### src/rtl/mcoc_cfg.svh
`ifndef MCOC_CFG_SVH
`define MCOC_CFG_SVH

`define MCOC_DW		16	// Bus data width
`define MCOC_AW		16	// Bus address width
`define MCOC_IO_PAGE	8'hFF	// High address byte of I/O page

`define MCOC_BLK_SYSC	4'h0	// Block numbers in adr[7:4]
`define MCOC_BLK_PORT	4'h1
`define MCOC_BLK_TIM0	4'h2
`define MCOC_BLK_TIM1	4'h3
`define MCOC_BLK_INTC	4'h4

`define MCOC_IDCODE	16'h1150	// Chip ID
`define MCOC_VERSNO	16'h0148	// Version
`define MCOC_FCPU_KHZ	16'd24000	// Clock rate in kHz
`define MCOC_SYTM_DIV	24	// Clocks per system tick

`define MCOC_PORT_W	8	// Port width
`define MCOC_PORT_ENB_RST	8'h00	// All pins hi-Z after reset
`define MCOC_INT_N	8	// Interrupt factors

`define MCOC_SYSC_IDCODE	4'h0	// System control offsets
`define MCOC_SYSC_VERSNO	4'h2
`define MCOC_SYSC_FCPU	4'h4
`define MCOC_SYSC_BOOTMD	4'h6
`define MCOC_SYSC_TICK	4'h8

`define MCOC_PORT_OUT	4'h0	// Port offsets
`define MCOC_PORT_ENB	4'h2
`define MCOC_PORT_SEL	4'h4
`define MCOC_PORT_INP	4'h6

`define MCOC_TIM_CTRL	4'h0	// Timer offsets, ctrl bit 0 is run
`define MCOC_TIM_PERIOD	4'h2
`define MCOC_TIM_CMPA	4'h4
`define MCOC_TIM_CMPB	4'h6
`define MCOC_TIM_CNT	4'h8

`define MCOC_INTC_FLAG	4'h0	// Interrupt controller offsets
`define MCOC_INTC_ENB	4'h2
`define MCOC_INTC_VEC	4'h4

`endif

### src/rtl/mcoc_pkg.sv
`default_nettype none
`include "mcoc_cfg.svh"

package mcoc_pkg;

	// Request from bus master, one cycle per access
	typedef struct packed {
		logic rd;	// Read strobe
		logic wr;	// Write strobe
		logic [`MCOC_AW-1:0] adr;	// Byte address
		logic [`MCOC_DW-1:0] wdat;	// Write data
	} bus_req_t;

	// One-hot chip selects
	typedef struct packed {
		logic sysc;
		logic port;
		logic tim0;
		logic tim1;
		logic intc;
	} bus_sel_t;

	// Timer event pulses to interrupt controller
	typedef struct packed {
		logic ovf;	// Count wrapped
		logic cma;	// Count hit compare A
		logic cmb;	// Count hit compare B
	} tim_evt_t;

endpackage

`default_nettype wire

### src/rtl/mcoc_busdec.sv
`timescale 1ns/100ps
`default_nettype none
`include "mcoc_cfg.svh"

module mcoc_busdec
	import mcoc_pkg::*;
(
	input wire bus_req_t bus_i,
	output bus_sel_t sel_o
);
	logic io_page;
	logic [3:0] blk;

	assign io_page = bus_i.adr[`MCOC_AW-1 -: 8] == `MCOC_IO_PAGE;	// Top byte
	assign blk = bus_i.adr[7:4];	// Block number

	always_comb begin
		sel_o = '0;
		if (io_page) begin
			sel_o.sysc = blk == `MCOC_BLK_SYSC;
			sel_o.port = blk == `MCOC_BLK_PORT;
			sel_o.tim0 = blk == `MCOC_BLK_TIM0;
			sel_o.tim1 = blk == `MCOC_BLK_TIM1;
			sel_o.intc = blk == `MCOC_BLK_INTC;
		end
	end

endmodule

`default_nettype wire

### config.mk
export PLATFORM = sky130hd
export DESIGN_NAME = mcoc_busdec
export DESIGN_NICKNAME = d
export VERILOG_FILES = /design/src/rtl/mcoc_pkg.sv /design/src/rtl/mcoc_busdec.sv
export VERILOG_INCLUDE_DIRS = /design/src /design/src/rtl
export SDC_FILE = /design/constraint.sdc
export NUM_CORES = 1
export LEC_CHECK = 0
export ABC_AREA = 1
export BUFFER_PORTS_ARGS = -buffer_cell sky130_fd_sc_hd__buf_2
export CORE_AREA = 2 2 39 41
export DETAILED_ROUTE_END_ITERATION = 10
export DIE_AREA = 0 0 41 43
export PLACE_DENSITY = 0.45
export SYNTH_ARGS = -nofsm -noshare
export SYNTH_HDL_FRONTEND = slang
export SYNTH_SLANG_ARGS = --single-unit
export TNS_END_PERCENT = 50
### constraint.sdc
create_clock -name vclk -period 0.8
set_input_delay 0 -clock vclk [all_inputs]
set_output_delay 0 -clock vclk [all_outputs]
set_load 0.005 [all_outputs]
### Yosys cells after proc, flatten, opt, wreduce, memory -nomap -nowiden

Index checks and enable logic that the tools add are counted.

* logic and storage cells: 7
* flip-flop bits (word level): 0

* muxes and demuxes: 1
* reductions and logical operators: 1
* eq/ne operators: 5

Operators by type and width (count)
* equality test 4 x 2 -> 1 bit, second input constant: 2
* equality test 8 bit, second input constant: 1
* 2-to-1 mux 5 bit: 1
* equality test 4 x 1 -> 1 bit, second input constant: 1
* equality test 4 x 3 -> 1 bit, second input constant: 1
* zero test 4 bit: 1

### Longest topological paths before layout

* depth after elaboration: 2
* depth in mapped cells: 4
* gate-level depth less buffers: 4

### Worst setup path before layout

OpenSTA, ideal clock, no wires.

* kind: input -> output
* from: in bus_i[25] (netlist name)
* to: out sel_o[0] (netlist name)
* slack: 459 ps
* arrival: 341 ps
* cell stages on the path: 4
* cell sequence: nand2_1 > nor2_1 > nand2_2 > nor2_1

RTL lines
* start: declaration: line mcoc_busdec.sv:8 `input wire bus_req_t bus_i,`
* end: declaration: line mcoc_busdec.sv:9 `output bus_sel_t sel_o`

==> key figures <==
Status
  • Status: completed

Synth
  • Synth Cell Area: between 90 and 100 sq um
  • Synth Instances: 21
  • Synth top area share: roughly a third
  • Syn_area_per_cell: 4.41 sq um
  • Syn nets: between 50 and 60
  • Synth area leaders: nor2_1, nand2_1, nor2_2
  • Synth unique cells: 7
  • Synth warn: 0
  • Area leader, netlist: nor2_1
  • Most frequent cell after synthesis: nor2_1
  • Top cells by count, synth: nor2_1, nand2_1, nand3_1, nor2_2
  • Post-synthesis sequential area ratio: 0%

Critical path
  • CP required: ~0.8 ns
  • Startpoint Class: input pin
  • CP max FO: 4
  • Worst EP arrival: ~0.57 ns
  • Critical path capture point type: output pin
  • Crit path kind: input pin to output pin

STA
  • Fin crit share: 71.6%
  • Setup TNS: 0 ns
  • RSZ-0062 raised after global routing: no
  • Max Fclk: 1.75 GHz
  • Tightest Pin Transition: about 0.16 ns
  • Fin worst setup slack: roughly 0.23 ns
  • Final-report hold violation count: 0
  • Slew HR: between 80% and 90%
  • Slew Limit Fails: 0
  • Final setup viols: 0
  • Crit path time final: approximately 0.57 ns

Min path
  • HP Class: input pin to output pin
  • Worst Hold Depth: 4
  • HP Start: bus_i[21]
  • Hold Path End: sel_o[1]

Pwr
  • Clock power share: 0%
  • Logic gate share of total power: between 90% and 100%
  • Power density cells: roughly 270 nW/um^2
  • Internal Power: around 29 uW
  • Worst vdd ir: between 50 and 60 uV
  • Register share of total power: 0%
  • Net Sw Frac: a little under half
  • P_sw: ~24 uW
  • Leakage: between 0.1 and 0.15 nW

Detailed routing
  • DR WL/cell: 5.59 microns
  • DRT iter0 DRCs: 4
  • Via count: between 150 and 200
  • Pre-Repair DR Iteration Count: 4
  • DRC violations left: 0
  • Final ANT Viol Nets: 0
  • Vias/cell: between 3 and 4
  • Drt total wl: around 300 microns

Finish
  • Ant diodes: 0
  • Layout fillers: 161
  • Synthesis-to-finish area growth: 114%
  • Area of the multi-input gates: 88.8 sq um
  • Layout cell share with drive strength beyond 1: between 50% and 60%
  • Clock buf count: 0
  • Nets: between 70 and 80
  • Seq_cells: 0
  • Sequential Area: 0 sq um

Job
  • MaxCap Viol Count: 0

Clock network
  • Setup bufs post-CTS: 0
  • Cts repair resizes: 0
  • Hold bufs inserted after CTS: 0

GRT
  • First-pass GRT wire length: about 460 microns
  • Largest net degree at the start of global routing: 6
  • Initial antenna violation count: 0
  • Grt total ovfl: 0
  • Overall Global Routing Usage: ~3.4%
  • Number of global-route vias before repair: around 130

Floorplan
  • Die Y: 43 microns
  • Core ar.: 1380 sq um
  • Initial Util: between 6 and 7%
  • Row count: 14
  • Top-level I/O count: 39
  • Die X: roughly 40 microns
  • Die area: 1760 sq um

Place
  • Final Wtd Congestion: 0.535
  • Pre-CTS WS: around 0.23 ns
  • Count of input and output buffers: 17
cell usage in the layout (no fill, tap or decap), drive strengths merged:
cell type / n
buf: 17
inv: 1
nand2: 7
nand3: 2
nand3b: 1
nor2: 10
power by group through the flow:
stage	logic, mW	registers [mW]	clock network (mW)
final	0.0526	0	0
after global placement	0.0522	0	0
after global routing	0.0608	0	0
after floorplan	0.0185	0	0
after detailed placement	0.0529	0	0
after CTS	0.0531	0	0
through the flow:
| step | hold slack, ns | total power, mW | utilization [%] | instance area (sq um) | instances |
|---|---|---|---|---|---|
| after floorplan | 0.102 | 0.0185 | - | 92.6 | 21 |
| after global placement | 0.332 | 0.0522 | 14.3 | 198 | 54 |
| after detailed placement | 0.333 | 0.0529 | 14.3 | 198 | 54 |
| after CTS | 0.335 | 0.0531 | 14.3 | 198 | 54 |
| after global routing | 0.377 | 0.0608 | 14.3 | 198 | 54 |
| final | 0.333 | 0.0526 | 14.3 | 198 | 54 |
cell type report:
cell class,instances,area share (%)
Tap cell,16,10.1
Timing Repair Buffer,17,43.0
Inverter,1,1.90
Multi-Input combinational cell,20,44.9
routing by layer:
metal,vias to the layer above,global-route usage [%],wire (microns)
met5,-,0,0
met4,0,0,0
met3,0,0,38
met2,13,6.25,128
met1,69,4.43,135
li1,99,-,-
worst max path at each step:
stage	depth (start not counted)	slack (ns)	start	endpoint
after floorplan	4	0.46	bus_i[25]	sel_o[0]
after global placement	5	0.23	bus_i[23]	sel_o[3]
after detailed placement	5	0.23	bus_i[23]	sel_o[3]
after CTS	5	0.22	bus_i[23]	sel_o[3]
after global routing	5	0.12	bus_i[23]	sel_o[1]
final	5	0.23	bus_i[23]	sel_o[3]
worst max-delay path, stage by stage:
cell and delay (ns):
buf_2 0.11, nor2_2 0.16, nand3_1 0.09, nor2_1 0.10, buf_2 0.11
kinds of logic after synthesis:
group	Yosys count	share of synthesized area, %
buffers and inverters	1	4.05
AND/OR/NAND/NOR	20	96.0
Power figures use the tool's default switching activity.
