--- config.mk ---
export PLATFORM = sky130hd
export DESIGN_NAME = mcoc_port
export DESIGN_NICKNAME = d
export VERILOG_FILES = /design/src/rtl/mcoc_pkg.sv /design/src/rtl/mcoc_port.sv
export VERILOG_INCLUDE_DIRS = /design/src /design/src/rtl
export SDC_FILE = /design/constraint.sdc
export NUM_CORES = 1
export LEC_CHECK = 0
export BUFFER_PORTS_ARGS = -buffer_cell sky130_fd_sc_hd__buf_2
export CAP_MARGIN = 5
export CORE_UTILIZATION = 47
export CTS_CLUSTER_SIZE = 20
export DETAILED_ROUTE_END_ITERATION = 8
export HOLD_SLACK_MARGIN = 0.08
export PLACE_DENSITY = 0.88
export SLEW_MARGIN = 20
export SYNTH_ARGS = -nofsm -noshare
export SYNTH_HDL_FRONTEND = slang
export SYNTH_SLANG_ARGS = --single-unit
--- constraint.sdc ---
create_clock -name clk -period 1.2 [get_ports clk]
set_clock_uncertainty 0.2 [all_clocks]
set_input_delay 0.06 -clock clk [delete_from_list [all_inputs] [get_ports clk]]
set_output_delay 0.06 -clock clk [all_outputs]
set_load 0.1 [all_outputs]
--- src/rtl/mcoc_cfg.svh ---
`ifndef MCOC_CFG_SVH
`define MCOC_CFG_SVH

`define MCOC_DW		16	// Bus data width
`define MCOC_AW		16	// Bus address width
`define MCOC_IO_PAGE	8'hFF	// High address byte of I/O page

`define MCOC_BLK_SYSC	4'h0	// Block numbers in adr[7:4]
`define MCOC_BLK_PORT	4'h1
`define MCOC_BLK_TIM0	4'h2
`define MCOC_BLK_TIM1	4'h3
`define MCOC_BLK_INTC	4'h4

`define MCOC_IDCODE	16'h1150	// Chip ID
`define MCOC_VERSNO	16'h0148	// Version
`define MCOC_FCPU_KHZ	16'd24000	// Clock rate in kHz
`define MCOC_SYTM_DIV	24	// Clocks per system tick

`define MCOC_PORT_W	8	// Port width
`define MCOC_PORT_ENB_RST	8'h00	// All pins hi-Z after reset
`define MCOC_INT_N	8	// Interrupt factors

`define MCOC_SYSC_IDCODE	4'h0	// System control offsets
`define MCOC_SYSC_VERSNO	4'h2
`define MCOC_SYSC_FCPU	4'h4
`define MCOC_SYSC_BOOTMD	4'h6
`define MCOC_SYSC_TICK	4'h8

`define MCOC_PORT_OUT	4'h0	// Port offsets
`define MCOC_PORT_ENB	4'h2
`define MCOC_PORT_SEL	4'h4
`define MCOC_PORT_INP	4'h6

`define MCOC_TIM_CTRL	4'h0	// Timer offsets, ctrl bit 0 is run
`define MCOC_TIM_PERIOD	4'h2
`define MCOC_TIM_CMPA	4'h4
`define MCOC_TIM_CMPB	4'h6
`define MCOC_TIM_CNT	4'h8

`define MCOC_INTC_FLAG	4'h0	// Interrupt controller offsets
`define MCOC_INTC_ENB	4'h2
`define MCOC_INTC_VEC	4'h4

`endif

--- src/rtl/mcoc_pkg.sv ---
`default_nettype none
`include "mcoc_cfg.svh"

package mcoc_pkg;

	// Request from bus master, one cycle per access
	typedef struct packed {
		logic rd;	// Read strobe
		logic wr;	// Write strobe
		logic [`MCOC_AW-1:0] adr;	// Byte address
		logic [`MCOC_DW-1:0] wdat;	// Write data
	} bus_req_t;

	// One-hot chip selects
	typedef struct packed {
		logic sysc;
		logic port;
		logic tim0;
		logic tim1;
		logic intc;
	} bus_sel_t;

	// Timer event pulses to interrupt controller
	typedef struct packed {
		logic ovf;	// Count wrapped
		logic cma;	// Count hit compare A
		logic cmb;	// Count hit compare B
	} tim_evt_t;

endpackage

`default_nettype wire

--- src/rtl/mcoc_port.sv ---
`timescale 1ns/100ps
`default_nettype none
`include "mcoc_cfg.svh"

module mcoc_port
	import mcoc_pkg::*;
(
	input wire clk,
	input wire rst_n_i,
	input wire bus_req_t bus_i,
	input wire sel_i,
	input wire [2*`MCOC_PORT_W-1:0] pins_i,
	output logic [`MCOC_PORT_W-1:0] out_o,
	output logic [`MCOC_PORT_W-1:0] enb_o,
	output logic [`MCOC_DW-1:0] rdat_o
);
	localparam int DW = `MCOC_DW;
	localparam int PW = `MCOC_PORT_W;

	logic [PW-1:0] psel;	// 1 picks own pin, 0 picks pin n+8
	logic [2*PW-1:0] pin_s1;
	logic [2*PW-1:0] pin_s2;
	logic [PW-1:0] inp;
	logic wr_en;
	logic [DW-1:0] rd_mux;

	assign wr_en = sel_i & bus_i.wr;

	always_ff @(posedge clk or negedge rst_n_i) begin
		if (!rst_n_i) begin
			out_o <= '0;
			enb_o <= `MCOC_PORT_ENB_RST;
			psel <= '0;
		end else if (wr_en) begin
			case (bus_i.adr[3:0])
				`MCOC_PORT_OUT: out_o <= bus_i.wdat[PW-1:0];
				`MCOC_PORT_ENB: enb_o <= bus_i.wdat[PW-1:0];
				`MCOC_PORT_SEL: psel <= bus_i.wdat[PW-1:0];
				default: ;
			endcase
		end
	end

	// Two-flop pin synchronizer
	always_ff @(posedge clk) begin
		pin_s1 <= pins_i;
		pin_s2 <= pin_s1;
	end

	assign inp = (psel & pin_s2[PW-1:0]) | (~psel & pin_s2[2*PW-1:PW]);	// Per-bit mux

	always_comb begin
		case (bus_i.adr[3:0])
			`MCOC_PORT_OUT: rd_mux = DW'(out_o);
			`MCOC_PORT_ENB: rd_mux = DW'(enb_o);
			`MCOC_PORT_SEL: rd_mux = DW'(psel);
			`MCOC_PORT_INP: rd_mux = DW'(inp);
			default: rd_mux = '0;
		endcase
	end

	always_ff @(posedge clk or negedge rst_n_i) begin
		if (!rst_n_i)
			rdat_o <= '0;
		else
			rdat_o <= (sel_i && bus_i.rd) ? rd_mux : '0;
	end

endmodule

`default_nettype wire

Yosys cells after proc, flatten, opt, wreduce, memory -nomap -nowiden
Cells that the tools add are included.

storage, ports and cells
  memory bits (writable) = 0
  ROM bits = 0
  memories = 0
  latch bits = 0
  bits in registers = 72
  logic and storage cells = 21

cells by class
  reduce and logical (&&, ||, !) cells = 5
  $lt $le $gt $ge = 0
  multiplexer cells = 2
  divide/modulo/power cells = 0
  shifts and indexed selects = 0
  multiply operators = 0
  bitwise gates (word level) = 5
  add/sub/neg operators = 0
  equality and inequality tests = 3

operators with widths
  cell                number
  $pmux 8 s4          1
  $and 8x8->8         2
  $mux 16             1
  $eq 4x3->1 const B  2
  $not 8->8           1
  $or 8x8->8          1
  $reduce_and 2->1    3
  $eq 4x2->1 const B  1
  $logic_not 4->1     1
  $and 1x1->1         1
  $logic_and 1x1->1   1

Longest topological paths before layout
  word-level depth = 5
  depth in mapped cells = 4
  depth with buffers taken out = 3

Least setup slack after synthesis
No wires, ideal clock.

  path kind = register to register
  from = reg enb_o[6]
  to = reg rdat_o[6]
  setup time = 0.080 ns
  required time = 0.920 ns
  cell stages (with the launch flop) = 4
  clock period less this slack = 1.729 ns
  arrival time = 1.449 ns
  path slack = -0.529 ns
  path buffers = 0
  cells stage by stage = dfrtp_1 > mux2i_1 > or2_2 > a21oi_1

on the way
  cells in the longest elaborated chain, start to end = 2

ends and longest elaborated chain
  what                    line             text
  from (decl)             mcoc_port.sv:14  output logic [`MCOC_PORT_W-1:0] enb_o,
  from (signal assigned)  mcoc_port.sv:32  enb_o <= `MCOC_PORT_ENB_RST;
  from (signal assigned)  mcoc_port.sv:37  `MCOC_PORT_ENB: enb_o <= bus_i.wdat[PW-1:0];
  $pmux 8 s4              mcoc_port.sv:53  case (bus_i.adr[3:0])
  $mux 16                 mcoc_port.sv:66  rdat_o <= (sel_i && bus_i.rd) ? rd_mux : '0;
  to (signal assigned)    mcoc_port.sv:66
  to (decl)               mcoc_port.sv:15  output logic [`MCOC_DW-1:0] rdat_o

No other way between the ends.
A chain may end at the register's enable or synchronous reset.

Worst setup path in the final report
  from = reg enb_o[6]
  to = out enb_o[6]

No word-level cell between the ends.

==> key figures <==
Status
  – Status: finished, violations left
  – Failing checks: hold timing, setup timing

GRT
  – Global-route usage over all layers: 0.265
  – GRT overflow: 0
  – Pin count of the biggest net entering global routing: 18
  – Initial antenna violation count: 0
  – First-pass GRT wire length: 9540 um
  – Vias in the first global route: 1850

Clock tree
  – CTS H-Tree Depth: 3
  – CTS tree: yes
  – Cts bufs inserted: 9
  – Clock Tree Buf Depth: 2
  – Clock sinks: 64
  – Hold buffers post-CTS: 27
  – Reg clk slew, reported paths: 0.07 ns
  – Skew-Pair Late Insertion Delay: 0.34 ns
  – CTS Root Cell: clkbuf_8

Cells and area
  – # nets final: 314
  – Share of layout cells above drive strength 1: 0.541
  – P&R area growth vs syn: 66.7%
  – Final Util: 0.829
  – # diodes: 0
  – Final Cell Area: 3660 sq um
  – Most frequent cells in the layout: 32 x buf_2, 32 x dfxtp_1, 27 x dlygate4sd3_1, 25 x buf_12

Worst setup path
  – Critical path depth in cells: 2
  – Crit path max fanout: 2
  – CP max stage cell: dfrtp_4
  – Last element of the critical path: enb_o[6]
  – CP Cell Sequence: buf_6 -> buf_12
  – Crit path launch type: register
  – Cells on worst reg2reg path: 4
  – R2R setup slack: -0.11 ns
  – Crit. End Element: output port
  – Worst path required time: 0.94 ns
  – CP Data Arrival Time: 1.11 ns
  – Worst Setup SP: enb_o[6]
  – CP Class: reg2out
  – Top delay family on crit path: flip-flops
  – RR Endpoint: rdat_o[7]
  – Crit path largest cell delay: 0.49 ns
  – Buf/Inv on CP: 2
  – Worst flop-to-flop path startpoint: enb_o[7]

STA
  – Final setup fails: 23
  – F_max: 730 MHz
  – Worst hold slack: -0.0204 ns
  – Minimum clock period: 1.37 ns
  – Slew Limit Fails: 0
  – RSZ-0062 raised after global routing: yes
  – Final hold vios: 15
  – Setup ws final: -0.170 ns
  – Period utilization: 1.14

Logic synthesis
  – Distinct cells, synth: 22
  – Yosys Warn Count: 0
  – Mean post-synth cell area: 14.4 sq um
  – Sequential share of the synthesized area: 0.657
  – #FFs+latches synth: 64
  – Leading area contributor after synthesis: dfrtp_1
  – Synth top area share: 0.365
  – Cell Area, Synth: 2190 sq um
  – Synth top area cells: dfrtp_1 36%, dfxtp_1 29%, mux2_2 12%
  – Synthesized instance count: 152

Power and ir drop
  – Lkg Pwr: 0.00163 uW
  – VDD IR-drop max: 1450 uV
  – PwrDens: 1820 nW/um^2
  – Total Power: 6660 uW

Floorplanning
  – Row count: 24
  – Die height: 70.3 um
  – Die Wd: 70.3 um
  – DIE AREA: 4950 sq um
  – IO Pins: 85
  – Core area: 4410 sq um
  – Initial core utilization: 0.497

Detailed routing
  – Drt via density: 5.19
  – Final ANT Viol Nets: 0
  – WL final: 6090 um
  – DR iter-0 viols: 77
  – Vias: 1650
  – DR WL/cell: 19.2 um
  – TritonRoute pass-1 iters: 5
  – DRC: 0

Placement
  – RD Place Congestion: 0.764
  – Post-Place Worst Slack: -0.312 ns
  – # port buffers: 56
  – HPWL Detailed: 3520 um
  – Placed inst area: 3070 sq um

Hold path
  – Hold WC Path Type: in2async

Job
  – Max Cap Viol: 0
==> cells by family (layout without fill, tap and decap cells) <==
kind of cell / Yosys count / count (layout) / share of synthesized area
AOI/OAI and AO/OA: 16 / 16 / 0.0502
DFF: 64 / 64 / 0.657
muxes: 40 / 40 / 0.196
other: 1 / 8 / 0.00171
and+or+nand+nor: 19 / 19 / 0.0559
buffers and inverters: 12 / 119 / 0.0393
==> metrics by stage <==
stage | TNS, ns | cells
detailed placement | -8.36 | 270
CTS | -1.70 | 316
global placement | -6.79 | 270
finish | -1.68 | 318
global route | -2.28 | 318
floorplan | -3.24 | 159
==> sequential cells by signal, indices dropped and copies added (netlist names) <==
register and cells:
psel 8, rdat_o 8, pin_s1 16, out_o 8, pin_s2 16, enb_o 8
==> per-layer routing <==
metal / global-route usage / share of wire / vias up
met3: 0.0505 / 0.056 / 18
met1: 0.304 / 0.39 / 815
met2: 0.469 / 0.53 / 83
li1: - / - / 734
met5: 0 / 0 / -
met4: 0.129 / 0.023 / 0
==> worst min-delay path by stage <==
stage | to | slack, ns | depth (start not counted)
finish | enb_o[4] | -0.02 | 2
global route | psel[0] | -0.002 | 2
CTS | psel[0] | -0.02 | 2
detailed placement | rdat_o[0] | -0.19 | 1
global placement | rdat_o[0] | -0.20 | 1
floorplan | psel[0] | -0.44 | 0
==> where the power goes <==
| group | leakage (uW) | internal (uW) | switching (uW) |
|---|---|---|---|
| Sequential | 0.000666 | 2430 | 252 |
| Clock | 0.000104 | 1140 | 822 |
| Combinational | 0.000858 | 829 | 1190 |
| Total | 0.00163 | 4400 | 2260 |
==> synth_stat cells <==
| cell | count |
|---|---|
| conb_1 | 1 |
| mux2_2 | 24 |
| dfxtp_1 | 32 |
| nor4b_4 | 1 |
| dfrtp_1 | 32 |
| nand4_2 | 1 |
| nand2_1 | 7 |
| a21oi_1 | 8 |
| a2bb2oi_1 | 1 |
| and2b_1 | 1 |
| or2_2 | 1 |
| nand4bb_1 | 1 |
| buf_6 | 1 |
| or3_1 | 1 |
| nor2_1 | 3 |
| and3_1 | 1 |
| buf_4 | 9 |
| nand3_1 | 1 |
| clkbuf_1 | 2 |
| nand4_1 | 1 |
| mux2i_1 | 16 |
| o22a_1 | 7 |
==> repair_timing <==
| item | 4_1_cts | 5_1_grt |
|---|---|---|
| gates resized for setup | 5 | 11 |
| pin swaps | 0 | 3 |
| setup buffers | 3 | 2 |
| endpoints found under the setup margin | 21 | 36 |
| endpoints found under the hold margin | 80 | 15 |
==> layout make-up <==
| cell class | count | area (sq um) |
|---|---|---|
| Fill cell | 213 | 756 |
| Timing Repair Buffer | 103 | 1090 |
| Tap cell | 52 | 65.1 |
| Clock inverter | 4 | 50.0 |
| Sequential cell | 64 | 1500 |
| Multi-Input combinational cell | 83 | 787 |
| Clock buffer | 12 | 166 |
No activity file was read; power rests on OpenSTA's default activity.
