[config.mk]
export PLATFORM = sky130hd
export DESIGN_NAME = mcoc_timer
export DESIGN_NICKNAME = d
export VERILOG_FILES = /design/src/rtl/mcoc_pkg.sv /design/src/rtl/mcoc_timer.sv
export VERILOG_INCLUDE_DIRS = /design/src /design/src/rtl
export SDC_FILE = /design/constraint.sdc
export NUM_CORES = 1
export LEC_CHECK = 0
export ABC_AREA = 1
export BUFFER_PORTS_ARGS = -buffer_cell sky130_fd_sc_hd__buf_2
export CAP_MARGIN = 10
export CORE_ASPECT_RATIO = 1.1
export CORE_MARGIN = 2
export CORE_UTILIZATION = 25
export CTS_BUF_LIST = sky130_fd_sc_hd__clkbuf_4
export CTS_CLUSTER_SIZE = 14
export DETAILED_ROUTE_END_ITERATION = 8
export GPL_TIMING_DRIVEN = 0
export PLACE_DENSITY = 0.44
export SYNTH_ARGS = -nofsm -noshare
export SYNTH_HDL_FRONTEND = slang
export SYNTH_SLANG_ARGS = --single-unit
[constraint.sdc]
create_clock -name clk -period 2.7 [get_ports clk]
set_clock_uncertainty 0.1 [all_clocks]
set_input_delay 0.405 -clock clk [delete_from_list [all_inputs] [get_ports clk]]
set_output_delay 0.405 -clock clk [all_outputs]
set_load 0.005 [all_outputs]
[src/rtl/mcoc_cfg.svh]
`ifndef MCOC_CFG_SVH
`define MCOC_CFG_SVH

`define MCOC_DW		16	// Bus data width
`define MCOC_AW		16	// Bus address width
`define MCOC_IO_PAGE	8'hFF	// High address byte of I/O page

`define MCOC_BLK_SYSC	4'h0	// Block numbers in adr[7:4]
`define MCOC_BLK_PORT	4'h1
`define MCOC_BLK_TIM0	4'h2
`define MCOC_BLK_TIM1	4'h3
`define MCOC_BLK_INTC	4'h4

`define MCOC_IDCODE	16'h1150	// Chip ID
`define MCOC_VERSNO	16'h0148	// Version
`define MCOC_FCPU_KHZ	16'd24000	// Clock rate in kHz
`define MCOC_SYTM_DIV	24	// Clocks per system tick

`define MCOC_PORT_W	8	// Port width
`define MCOC_PORT_ENB_RST	8'h00	// All pins hi-Z after reset
`define MCOC_INT_N	8	// Interrupt factors

`define MCOC_SYSC_IDCODE	4'h0	// System control offsets
`define MCOC_SYSC_VERSNO	4'h2
`define MCOC_SYSC_FCPU	4'h4
`define MCOC_SYSC_BOOTMD	4'h6
`define MCOC_SYSC_TICK	4'h8

`define MCOC_PORT_OUT	4'h0	// Port offsets
`define MCOC_PORT_ENB	4'h2
`define MCOC_PORT_SEL	4'h4
`define MCOC_PORT_INP	4'h6

`define MCOC_TIM_CTRL	4'h0	// Timer offsets, ctrl bit 0 is run
`define MCOC_TIM_PERIOD	4'h2
`define MCOC_TIM_CMPA	4'h4
`define MCOC_TIM_CMPB	4'h6
`define MCOC_TIM_CNT	4'h8

`define MCOC_INTC_FLAG	4'h0	// Interrupt controller offsets
`define MCOC_INTC_ENB	4'h2
`define MCOC_INTC_VEC	4'h4

`endif

[src/rtl/mcoc_pkg.sv]
`default_nettype none
`include "mcoc_cfg.svh"

package mcoc_pkg;

	// Request from bus master, one cycle per access
	typedef struct packed {
		logic rd;	// Read strobe
		logic wr;	// Write strobe
		logic [`MCOC_AW-1:0] adr;	// Byte address
		logic [`MCOC_DW-1:0] wdat;	// Write data
	} bus_req_t;

	// One-hot chip selects
	typedef struct packed {
		logic sysc;
		logic port;
		logic tim0;
		logic tim1;
		logic intc;
	} bus_sel_t;

	// Timer event pulses to interrupt controller
	typedef struct packed {
		logic ovf;	// Count wrapped
		logic cma;	// Count hit compare A
		logic cmb;	// Count hit compare B
	} tim_evt_t;

endpackage

`default_nettype wire

[src/rtl/mcoc_timer.sv]
`timescale 1ns/100ps
`default_nettype none
`include "mcoc_cfg.svh"

module mcoc_timer
	import mcoc_pkg::*;
(
	input wire clk,
	input wire rst_n_i,
	input wire bus_req_t bus_i,
	input wire sel_i,
	output logic pwma_o,
	output logic pwmb_o,
	output tim_evt_t evt_o,
	output logic [`MCOC_DW-1:0] rdat_o
);
	localparam int DW = `MCOC_DW;

	logic run;	// Ctrl bit 0
	logic [DW-1:0] period;	// Last count before wrap
	logic [DW-1:0] cmpa;
	logic [DW-1:0] cmpb;
	logic [DW-1:0] cnt;
	logic wr_en;
	logic wrap;
	logic [DW-1:0] rd_mux;

	assign wr_en = sel_i & bus_i.wr;
	assign wrap = cnt == period;

	always_ff @(posedge clk or negedge rst_n_i) begin
		if (!rst_n_i) begin
			run <= 1'b0;
			period <= '0;
			cmpa <= '0;	// Keeps PWM low out of reset
			cmpb <= '0;
			cnt <= '0;
		end else begin
			if (run)
				cnt <= wrap ? '0 : cnt + 1'b1;	// Period+1 states
			if (wr_en) begin
				case (bus_i.adr[3:0])
					`MCOC_TIM_CTRL: run <= bus_i.wdat[0];
					`MCOC_TIM_PERIOD: period <= bus_i.wdat;
					`MCOC_TIM_CMPA: cmpa <= bus_i.wdat;
					`MCOC_TIM_CMPB: cmpb <= bus_i.wdat;
					`MCOC_TIM_CNT: cnt <= bus_i.wdat;	// Bus load wins over count
					default: ;
				endcase
			end
		end
	end

	assign pwma_o = cnt < cmpa;	// High for cmpa cycles per period
	assign pwmb_o = cnt < cmpb;

	// Single-cycle pulses while running
	assign evt_o.ovf = run & wrap;
	assign evt_o.cma = run & (cnt == cmpa);
	assign evt_o.cmb = run & (cnt == cmpb);

	always_comb begin
		case (bus_i.adr[3:0])
			`MCOC_TIM_CTRL: rd_mux = DW'(run);
			`MCOC_TIM_PERIOD: rd_mux = period;
			`MCOC_TIM_CMPA: rd_mux = cmpa;
			`MCOC_TIM_CMPB: rd_mux = cmpb;
			`MCOC_TIM_CNT: rd_mux = cnt;
			default: rd_mux = '0;
		endcase
	end

	always_ff @(posedge clk or negedge rst_n_i) begin
		if (!rst_n_i)
			rdat_o <= '0;
		else
			rdat_o <= (sel_i && bus_i.rd) ? rd_mux : '0;
	end

endmodule

`default_nettype wire

Word-level counts from Yosys, hierarchy flattened

Index checks and enable logic that the tools add are counted.

Reductions and logical operators: 6
Equality and inequality tests: 7
Bitwise logic cells: 4
Magnitude comparators: 2
Add/subtract/negate cells: 1
Mux-type cells: 6

Operators with widths:

| cell                  | count |
|---|---|
| $mux 16               | 5 |
| $pmux 16 s5           | 1 |
| $eq 16x16->1          | 3 |
| $lt 16x16->1          | 2 |
| $add 16x1->16 const B | 1 |
| $eq 4x3->1 const B    | 2 |
| $reduce_and 2->1      | 4 |
| $and 1x1->1           | 4 |
| $eq 4x2->1 const B    | 1 |
| $eq 4x4->1 const B    | 1 |
| $logic_not 4->1       | 1 |
| $logic_and 1x1->1     | 1 |

Register bits after elaboration: 81
Output and inout port bits: 21
Logic and storage cells: 32
Bits of input ports: 37

Logic depth before layout (Yosys ltp)

Gate-level depths: netlist (run 1).

Word-level depth: 5
Depth in mapped cells: 11
Mapped depth without buffers: 11

Least setup slack after synthesis (run 1)

Ideal clock, no wire load.

Path kind: reg-to-output
From: reg cnt[7]
To: out pwma_o
Data required time: 2.195 ns
Slack: 1.005 ns
Cell stages (with the launch flop): 6
Data arrival time: 1.190 ns
Buffers on the path: 0
Path through: dfrtp_1 ha_1 a21oi_1 o21ai_0 a21oi_1 o21a_1

Cells in the longest elaborated chain, start to end: 1

RTL lines:

| what                   | line             | text |
|---|---|---|
| from (decl)            | mcoc_timer.sv:23 | `logic [DW-1:0] cnt;` |
| from (signal assigned) | mcoc_timer.sv:40 | `cnt <= wrap ? '0 : cnt + 1'b1;` |
| from (signal assigned) | mcoc_timer.sv:47 | `` `MCOC_TIM_CNT: cnt <= bus_i.wdat; `` |
| $lt 16x16->1           | mcoc_timer.sv:54 | `assign pwma_o = cnt < cmpa;` |
| to (decl)              | mcoc_timer.sv:12 | `output logic pwma_o,` |

No other way between the ends.

==> results of run 1 <==
## registers in the layout, indices dropped and copies added (netlist names)
| register | count |
|---|---|
| rdat_o | 16 |
| cmpa | 16 |
| cnt | 16 |
| period | 16 |
| run | 1 |
| cmpb | 16 |
## layer usage
metal,vias up,track usage,wire length [µm]
met5,-,0,0
met4,0,0.0521,297
met3,14,0.0347,647
met2,80,0.253,7000
met1,1982,0.226,7530
li1,2214,-,-
## synthesized netlist by cell type
cell	count	area (µm²)
o21a_1	2	15.0
o21ai_1	24	120
ha_1	33	413
o21ai_0	39	195
o22ai_1	30	188
clkinv_1	1	3.75
nand3_4	1	17.5
a22oi_1	1	7.51
nand2_2	6	37.5
nor2_1	54	203
buf_1	1	3.75
nor4_1	2	12.5
nor2_4	4	45.0
clkbuf_1	8	30.0
nand3_2	6	60.1
nand2_1	175	657
dfrtp_1	81	2030
inv_1	87	327
nor2_2	6	37.5
buf_4	2	15.0
inv_2	18	67.6
xor2_1	5	43.8
nand3_1	22	110
nand4_1	6	37.5
clkbuf_2	1	5.00
nor2_8	1	20.0
a21oi_1	25	125
buf_6	1	11.3
buf_2	5	25.0
a211oi_1	1	7.51
nor3_1	2	10.0
## how the worst max path moves through the flow
stage,cells past startpoint,slack [ps],to
2_1_floorplan,5,1010,pwma_o
3_3_place_gp,1,340,cmpb[5]$_DFFE_PN0P_
3_5_place_dp,6,470,evt_o[0]
4_1_cts,10,30,evt_o[2]
5_1_grt,10,4,evt_o[2]
6_report,6,140,evt_o[1]
## power by group
part	internal, mW	switching [mW]	total (mW)
Combinational	0.567	0.915	1.48
Clock	0.379	0.455	0.835
Sequential	1.43	0.237	1.67
## timing repair
item | 4_1_cts | 5_1_grt
gates resized for setup | 4 | 7
hold endpoints to repair | 37 | 0
buffers inserted | 0 | 2
endpoints found under the setup margin | 3 | 4
hold buffers | 2 | 0
## worst reg2reg max path, stage by stage (launching register included)
cell      delay (ps)
dfrtp_1          470
ha_1             210
nand2_1           70
nor2_1           250
nand2_1          140
nor2_2           190
nand3_1           90
nand2_1           80
clkinv_1          70
nand3_2           70
nand2_1           50
## layout make-up
class	instances	area, µm²
Antenna cell	1	2.50
Buffer	18	90.1
Clock buffer	10	75.1
Clock inverter	6	82.6
Fill cell	2169	13400
Inverter	106	398
Multi-Input combinational cell	445	2380
Sequential cell	81	2030
Tap cell	247	309
Timing Repair Buffer	50	290
## cells by family (layout without fill, tap and decap cells)
family,count (synthesis),count (layout),synth area share
other,0,1,0
buffers and inverters,124,190,0.100
AO/OA/AOI/OAI,122,122,0.135
XOR/XNOR,5,5,0.00898
flip-flops,81,81,0.416
AND/OR/NAND/NOR,285,285,0.256
adder cells (fa/ha/maj),33,33,0.0847
==> results.toml, run 1 <==
[run_status]
status = "finished clean"

[synth]
synth_seq_area_share = 0.416
synth_area_per_cell_um2 = 7.50
ys_ff_latch = 81
ys_types = 31
synth_cells = 650
syn-num-nets = 720
ys_warn_count = 0
syn_area_um2 = 4880

[cts]
clk_pin_slew_ps = 120
clock_sinks = 81
clock_path_buffers = 2
cts_root_buffer = "clkbuf_4"
clkLatencyLatePin_ps = 470
h-tree-depth = 3
cts_buffers = 9
tritoncts = "done"

[timing]
relSlewSlack = 0.418
max_freq_mhz = 390
maxSlewViolCount = 0
period_minus_slack_ps = 2560
tightest_slew_ps = 874
hold_viol = 0
whs_ps = 55.2
period_share = 0.950
rsz0062_at_grt = "false"
fin_tns_setup_ps = 0
finalSetupViolations = 0
setup_ws_ps = 136

[critical_path]
rrSetupSlack_ps = 810
crit_path_frequent_cell = "nand2_1"
cp_data_required_time_ps = 2190
crit_chain = "ha_1 > nand2_1 > nor2_1 > nand2_1 > nor4_2 > buf_2"
end_kind = "output pin"
crit_buf_inv = 1
cp-start-kind = "register"
crit_path_top_delay_cell = "dfrtp_1"
cp_slowest_stage_delay_ps = 510
crit_type = "reg2out"
reg2reg_depth = 10
rr_startpoint = "cnt[0]$_DFF_PN0_"
critPathArrivalTime_ps = 2060
startpoint = "cnt[8]$_DFF_PN0_"
crit_fanout = 8
critical-path-top-delay-family = "simple AND/OR/NAND/NOR gates"
r2r_end = "cnt[14]$_DFF_PN0_"

[placement]
portBuffers = 45
gp_congestion = 0.842
dp_hpwl_um = 11600
place_area_um2 = 5440
place_ws_ps = 474
dp.cells = 943

[final_layout]
final_cells = 964
final_cell_mix = "nand2_1, inv_1, dfrtp_1"
final_common_cell = "nand2_1"
final_util = 0.296
area_growth_pct = 16.1
drive_above_1_share = 0.170
fin_nets = 781
fin_area_um2 = 5660

[global_routing]
grt_pass1_wl_um = 24800
overflow = 0
antenna_found_initial = 1
grt_usage = 0.163
grt_max_degree = 46
grt_pass1_vias = 4312

[die]
die_w_um = 137
initial_utilization = 0.255
die-area_um2 = 20600
fp-row-count = 53
die_h_um = 150
io-pin-count = 58
core_area_um2 = 19100

[detailed_routing]
drt_iter0_drc = 230
ant_nets = 0
wl_per_cell_um = 16.0
drc = 0
vias = 4290
vias_per_cell = 4.45
first_pass_iters = 5
wl_um = 15500

[min_path]
hold_depth = 3
worstHoldPathType = "in2reg"
min-delay-start = "bus_i[8]"
holdPathEnd = "cnt[8]$_DFF_PN0_"

[power]
powerDensity_nw_per_um2 = 704
leakage_nw = 2.87
vdd_ir_drop_max_v = 0.000201
finalPower_mw = 3.98

[job]
maxCapViolCount = 0
No activity file was read; power rests on OpenSTA's default activity.
==> run 2, diff against run 1 <==
- PLACE_DENSITY: 0.44 -> 0.45
- clock period: 2.7 -> 2.1 ns (I/O delays scaled with it)
==> results.toml, run 2 (synthesis gave the netlist of run 1 again) <==
[die]
die_w_um = 137
io-pin-count = 58
fp-row-count = 53
die-area_um2 = 20600
initial_utilization = 0.255
core_area_um2 = 19100
die_h_um = 150

[timing]
finalSetupViolations = 5
period_share = 1.16
max_freq_mhz = 411
rsz0062_at_grt = "true"
hold_viol = 0
relSlewSlack = 0.484
setup_ws_ps = -334
period_minus_slack_ps = 2430
tightest_slew_ps = 774
maxSlewViolCount = 0

[final_layout]
final_cell_mix = "nand2_1, inv_1, dfrtp_1"
fillCellCount = 2126
regArea_um2 = 2050
final_util = 0.333
fin_area_um2 = 6370
multiInputGateArea_um2 = 2700
drive_above_1_share = 0.280
area_growth_pct = 30.5
final_common_cell = "nand2_1"
fin_nets = 826

[power]
intPower_mw = 3.38
powerDensity_nw_per_um2 = 905
clkPwrFrac = 0.167
swShare = 0.413
p_comb_frac = 0.465
leakage_nw = 3.12
p_switching_mw = 2.38
pwr-share-seq = 0.369
vdd_ir_drop_max_v = 0.000295

[detailed_routing]
vias_per_cell = 4.44
drc = 0
wl_per_cell_um = 15.8
ant_nets = 0
wl_um = 15900
vias = 4481
first_pass_iters = 5
drt_iter0_drc = 282

[global_routing]
grt_max_degree = 54
antenna_found_initial = 1
overflow = 0
grt_pass1_vias = 4518
grt_pass1_wl_um = 25000
grt_usage = 0.164

[cts]
cts_buffers = 9
clkLatencyLatePin_ps = 480
tritoncts = "done"
h-tree-depth = 3
clock_sinks = 81
clk_pin_slew_ps = 140
cts_root_buffer = "clkbuf_4"
clock_path_buffers = 2

[critical_path]
cp-start-kind = "register"
critPathArrivalTime_ps = 2020
end_kind = "output pin"
crit_fanout = 5
cp_data_required_time_ps = 1680
crit_type = "reg2out"

[job]
maxCapViolCount = 0

[placement]
dp_hpwl_um = 11500
place_area_um2 = 5440
portBuffers = 45
gp_congestion = 0.802

[run_status]
status = "finished with violations"
violations = "negative setup slack"

[min_path]
worstHoldPathType = "in2reg"
run 2: changes by cell type in the layout (fill, tap and decap cells not counted), sizes merged:
cell	before	now
buf	57	89
dlygate4sd3	2	15
bufinv	2	1
clkinv	3	4
run 2: area by class of cell:
cell class | count | share of cell area
Antenna cell | 1 | 0.000393
Buffer | 17 | 0.0124
Clock buffer | 10 | 0.0118
Clock inverter | 6 | 0.00924
Inverter | 106 | 0.0637
Multi-Input combinational cell | 445 | 0.424
Sequential cell | 81 | 0.321
Tap cell | 247 | 0.0485
Timing Repair Buffer | 96 | 0.109
run 2: per-layer routing:
layer / up-vias / part of all wire / global-route usage
met3: 19 / 0.042 / 0.0327
met4: 0 / 0.018 / 0.0505
li1: 2296 / - / -
met5: - / 0 / 0
met2: 75 / 0.49 / 0.281
met1: 2091 / 0.45 / 0.207
run 2: power groups by stage:
stage	logic, mW	registers [mW]	clock network (mW)
2_1_floorplan	1.36	2.08	0
3_3_place_gp	1.86	2.17	0
3_5_place_dp	1.87	2.17	0
4_1_cts	2.27	2.11	0.986
5_1_grt	3.05	2.16	1.03
6_report	2.68	2.12	0.961
run 2: stage by stage:
stage	cells	total power [mW]	worst slack, ps	TNS, ps	hold slack (ps)
2_1_floorplan	650	3.45	495	0	-80.6
3_3_place_gp	942	4.03	-193	-15310	368
3_5_place_dp	943	4.04	-11.7	-11.7	185
4_1_cts	993	5.37	-327	-1490	2.59
5_1_grt	1009	6.25	-410	-1750	29.7
6_report	1009	5.76	-334	-1330	11.8
run 2: critical path, stage by stage, from the launching register on:
cell,delay (ps)
dfrtp_2,480
ha_1,310
a21oi_2,160
o21ai_2,80
a21oi_1,170
o21a_1,190
buf_2,130
run 2: timing repair:
action	CTS	global route
gates resized for setup	48	50
setup buffers	19	18
endpoints found under the hold margin	44	0
hold buffers	15	0
setup endpoints to repair	5	6
pin swaps	14	30
run 2: final timing paths:
kind,endpoint,from,slack (ps),depth (start not counted)
hold / removal,cnt[1]$_DFF_PN0_,bus_i[1],10,3
max in group asynchronous,cnt[15]$_DFF_PN0_,rst_n_i,1080,3
setup / recovery,pwma_o,cnt[1]$_DFF_PN0_,-330,6
hold reg to reg,cmpa[2]$_DFFE_PN0P_,cmpa[2]$_DFFE_PN0P_,400,2
setup reg to reg,cnt[2]$_DFF_PN0_,cnt[15]$_DFF_PN0_,150,13
min in group asynchronous,cmpa[5]$_DFFE_PN0P_,rst_n_i,190,2
==> run 3, diff against run 2 <==
- BUFFER_PORTS_ARGS: -buffer_cell sky130_fd_sc_hd__buf_2 -> -buffer_cell sky130_fd_sc_hd__buf_4
- RECOVER_POWER: default -> 50
==> results.toml, run 3 (synthesis gave the netlist of run 1 again) <==
[run_status]
status = "finished with violations"
violations = "negative setup slack"

[critical_path]
rr_startpoint = "cnt[11]$_DFF_PN0_"
cp-start-kind = "register"
cp_slowest_stage_delay_ps = 470
crit_chain = "ha_1 > nand2_2 > o21ai_2 > a21oi_1 > o21a_1 > buf_4"
cp_data_required_time_ps = 1680
crit_fanout = 4
end_kind = "output pin"
rrSetupSlack_ps = 260
crit_type = "reg2out"
critPathArrivalTime_ps = 2000
startpoint = "cnt[3]$_DFF_PN0_"
crit_path_top_delay_cell = "dfrtp_2"
reg2reg_depth = 12

[detailed_routing]
ant_nets = 0
first_pass_iters = 4
vias_per_cell = 4.53
wl_um = 16000
vias = 4546
drt_iter0_drc = 319
drc = 0
wl_per_cell_um = 15.9

[final_layout]
fin_nets = 821
area_growth_pct = 30.8
fin_area_um2 = 6380
final_util = 0.334
final_common_cell = "nand2_1"
final_cell_mix = "nand2_1, inv_1, dfrtp_1"
drive_above_1_share = 0.253

[cts]
clock_path_buffers = 2
cts_root_buffer = "clkbuf_4"
tritoncts = "done"
clkLatencyLatePin_ps = 480
clk_pin_slew_ps = 140
clock_sinks = 81
cts_buffers = 9
h-tree-depth = 3

[timing]
fin_tns_setup_ps = -1280
max_freq_mhz = 414
period_minus_slack_ps = 2410
setup_ws_ps = -314
finalSetupViolations = 5
hold_viol = 0
period_share = 1.15
relSlewSlack = 0.220
tightest_slew_ps = 1170
maxSlewViolCount = 0
rsz0062_at_grt = "true"

[power]
leakage_nw = 3.08
vdd_ir_drop_max_v = 0.000274
swShare = 0.406
powerDensity_nw_per_um2 = 910
pwr-share-seq = 0.368
clkPwrFrac = 0.185
p_comb_frac = 0.447
finalPower_mw = 5.80
intPower_mw = 3.44
p_switching_mw = 2.36

[die]
core_area_um2 = 19100
initial_utilization = 0.255
die-area_um2 = 20600
io-pin-count = 58
die_h_um = 150
die_w_um = 137
fp-row-count = 53

[min_path]
min-delay-start = "bus_i[16]"
hold_depth = 4
worstHoldPathType = "in2reg"

[global_routing]
grt_pass1_wl_um = 24600
grt_pass1_vias = 4507
grt_max_degree = 82
grt_usage = 0.163
antenna_found_initial = 1
overflow = 0

[job]
maxCapViolCount = 0

[placement]
portBuffers = 45
gp_congestion = 0.818
place_area_um2 = 5520
dp_hpwl_um = 11300
run 3: cell types whose count changed in the layout (fill, tap and decap cells not counted), moves of 3 or more:
cell / before / now
inv_1: 84 / 88
nand2_4: 4 / 1
clkbuf_1: 8 / 14
buf_2: 48 / 3
o21ai_0: 31 / 45
nand2_1: 161 / 165
buf_4: 33 / 49
clkbuf_4: 10 / 26
o21ai_1: 30 / 16
run 3: area by class of cell:
class	count	area (µm²)
clock inverter	7	85.1
timing repair buffer	91	741
inverter	106	400
fill	2079	12700
buffer	17	75.1
tap	247	309
multi-input combinational	445	2650
antenna	1	2.50
sequential	81	2050
clock buffer	9	67.6
run 3: metrics by stage:
stage	cells	setup WS, ps	hold slack (ps)
after floorplan	650	495	-80.6
after global routing	1004	-408	81.1
after CTS	996	-360	36.8
after detailed placement	942	-25.5	375
after global placement	942	-40.7	369
final	1004	-314	71.2
run 3: layer usage:
metal | track usage | wire [µm]
met1 | 0.208 | 7360
met2 | 0.274 | 7750
met3 | 0.0222 | 471
met4 | 0.0706 | 427
met5 | 0 | 0
run 3: worst max-delay path: cells and delay by family (launching register included):
family / cells / cell delay, ps
AOI/OAI and AO/OA: 3 / 480
adders and majority gates: 1 / 330
buffers and inverters: 1 / 140
DFF: 1 / 470
and+or+nand+nor: 1 / 100
run 3: timing repair:
item	4_1_cts	5_1_grt
hold buffers	17	0
setup endpoints to repair	5	6
hold endpoints to repair	102	0
buffers inserted	21	8
cloned	0	0
resized for setup	53	32
pin swaps	17	13
run 3: power by group through the flow:
stage / clock network, mW / registers [mW] / logic [mW]
2_1_floorplan: 0 / 2.08 / 1.36
3_3_place_gp: 0 / 2.17 / 1.89
3_5_place_dp: 0 / 2.16 / 1.89
4_1_cts: 1.10 / 2.12 / 2.38
5_1_grt: 1.15 / 2.18 / 2.94
6_report: 1.07 / 2.14 / 2.59
run 3: worst paths after layout:
| check | end |
|---|---|
| setup reg to reg | cnt[2]$_DFF_PN0_ |
| min in group asynchronous | cmpa[9]$_DFFE_PN0P_ |
| setup / recovery | pwmb_o |
| hold / removal | run$_DFFE_PN0P_ |
| max in group asynchronous | cnt[2]$_DFF_PN0_ |
| hold reg to reg | cmpa[10]$_DFFE_PN0P_ |
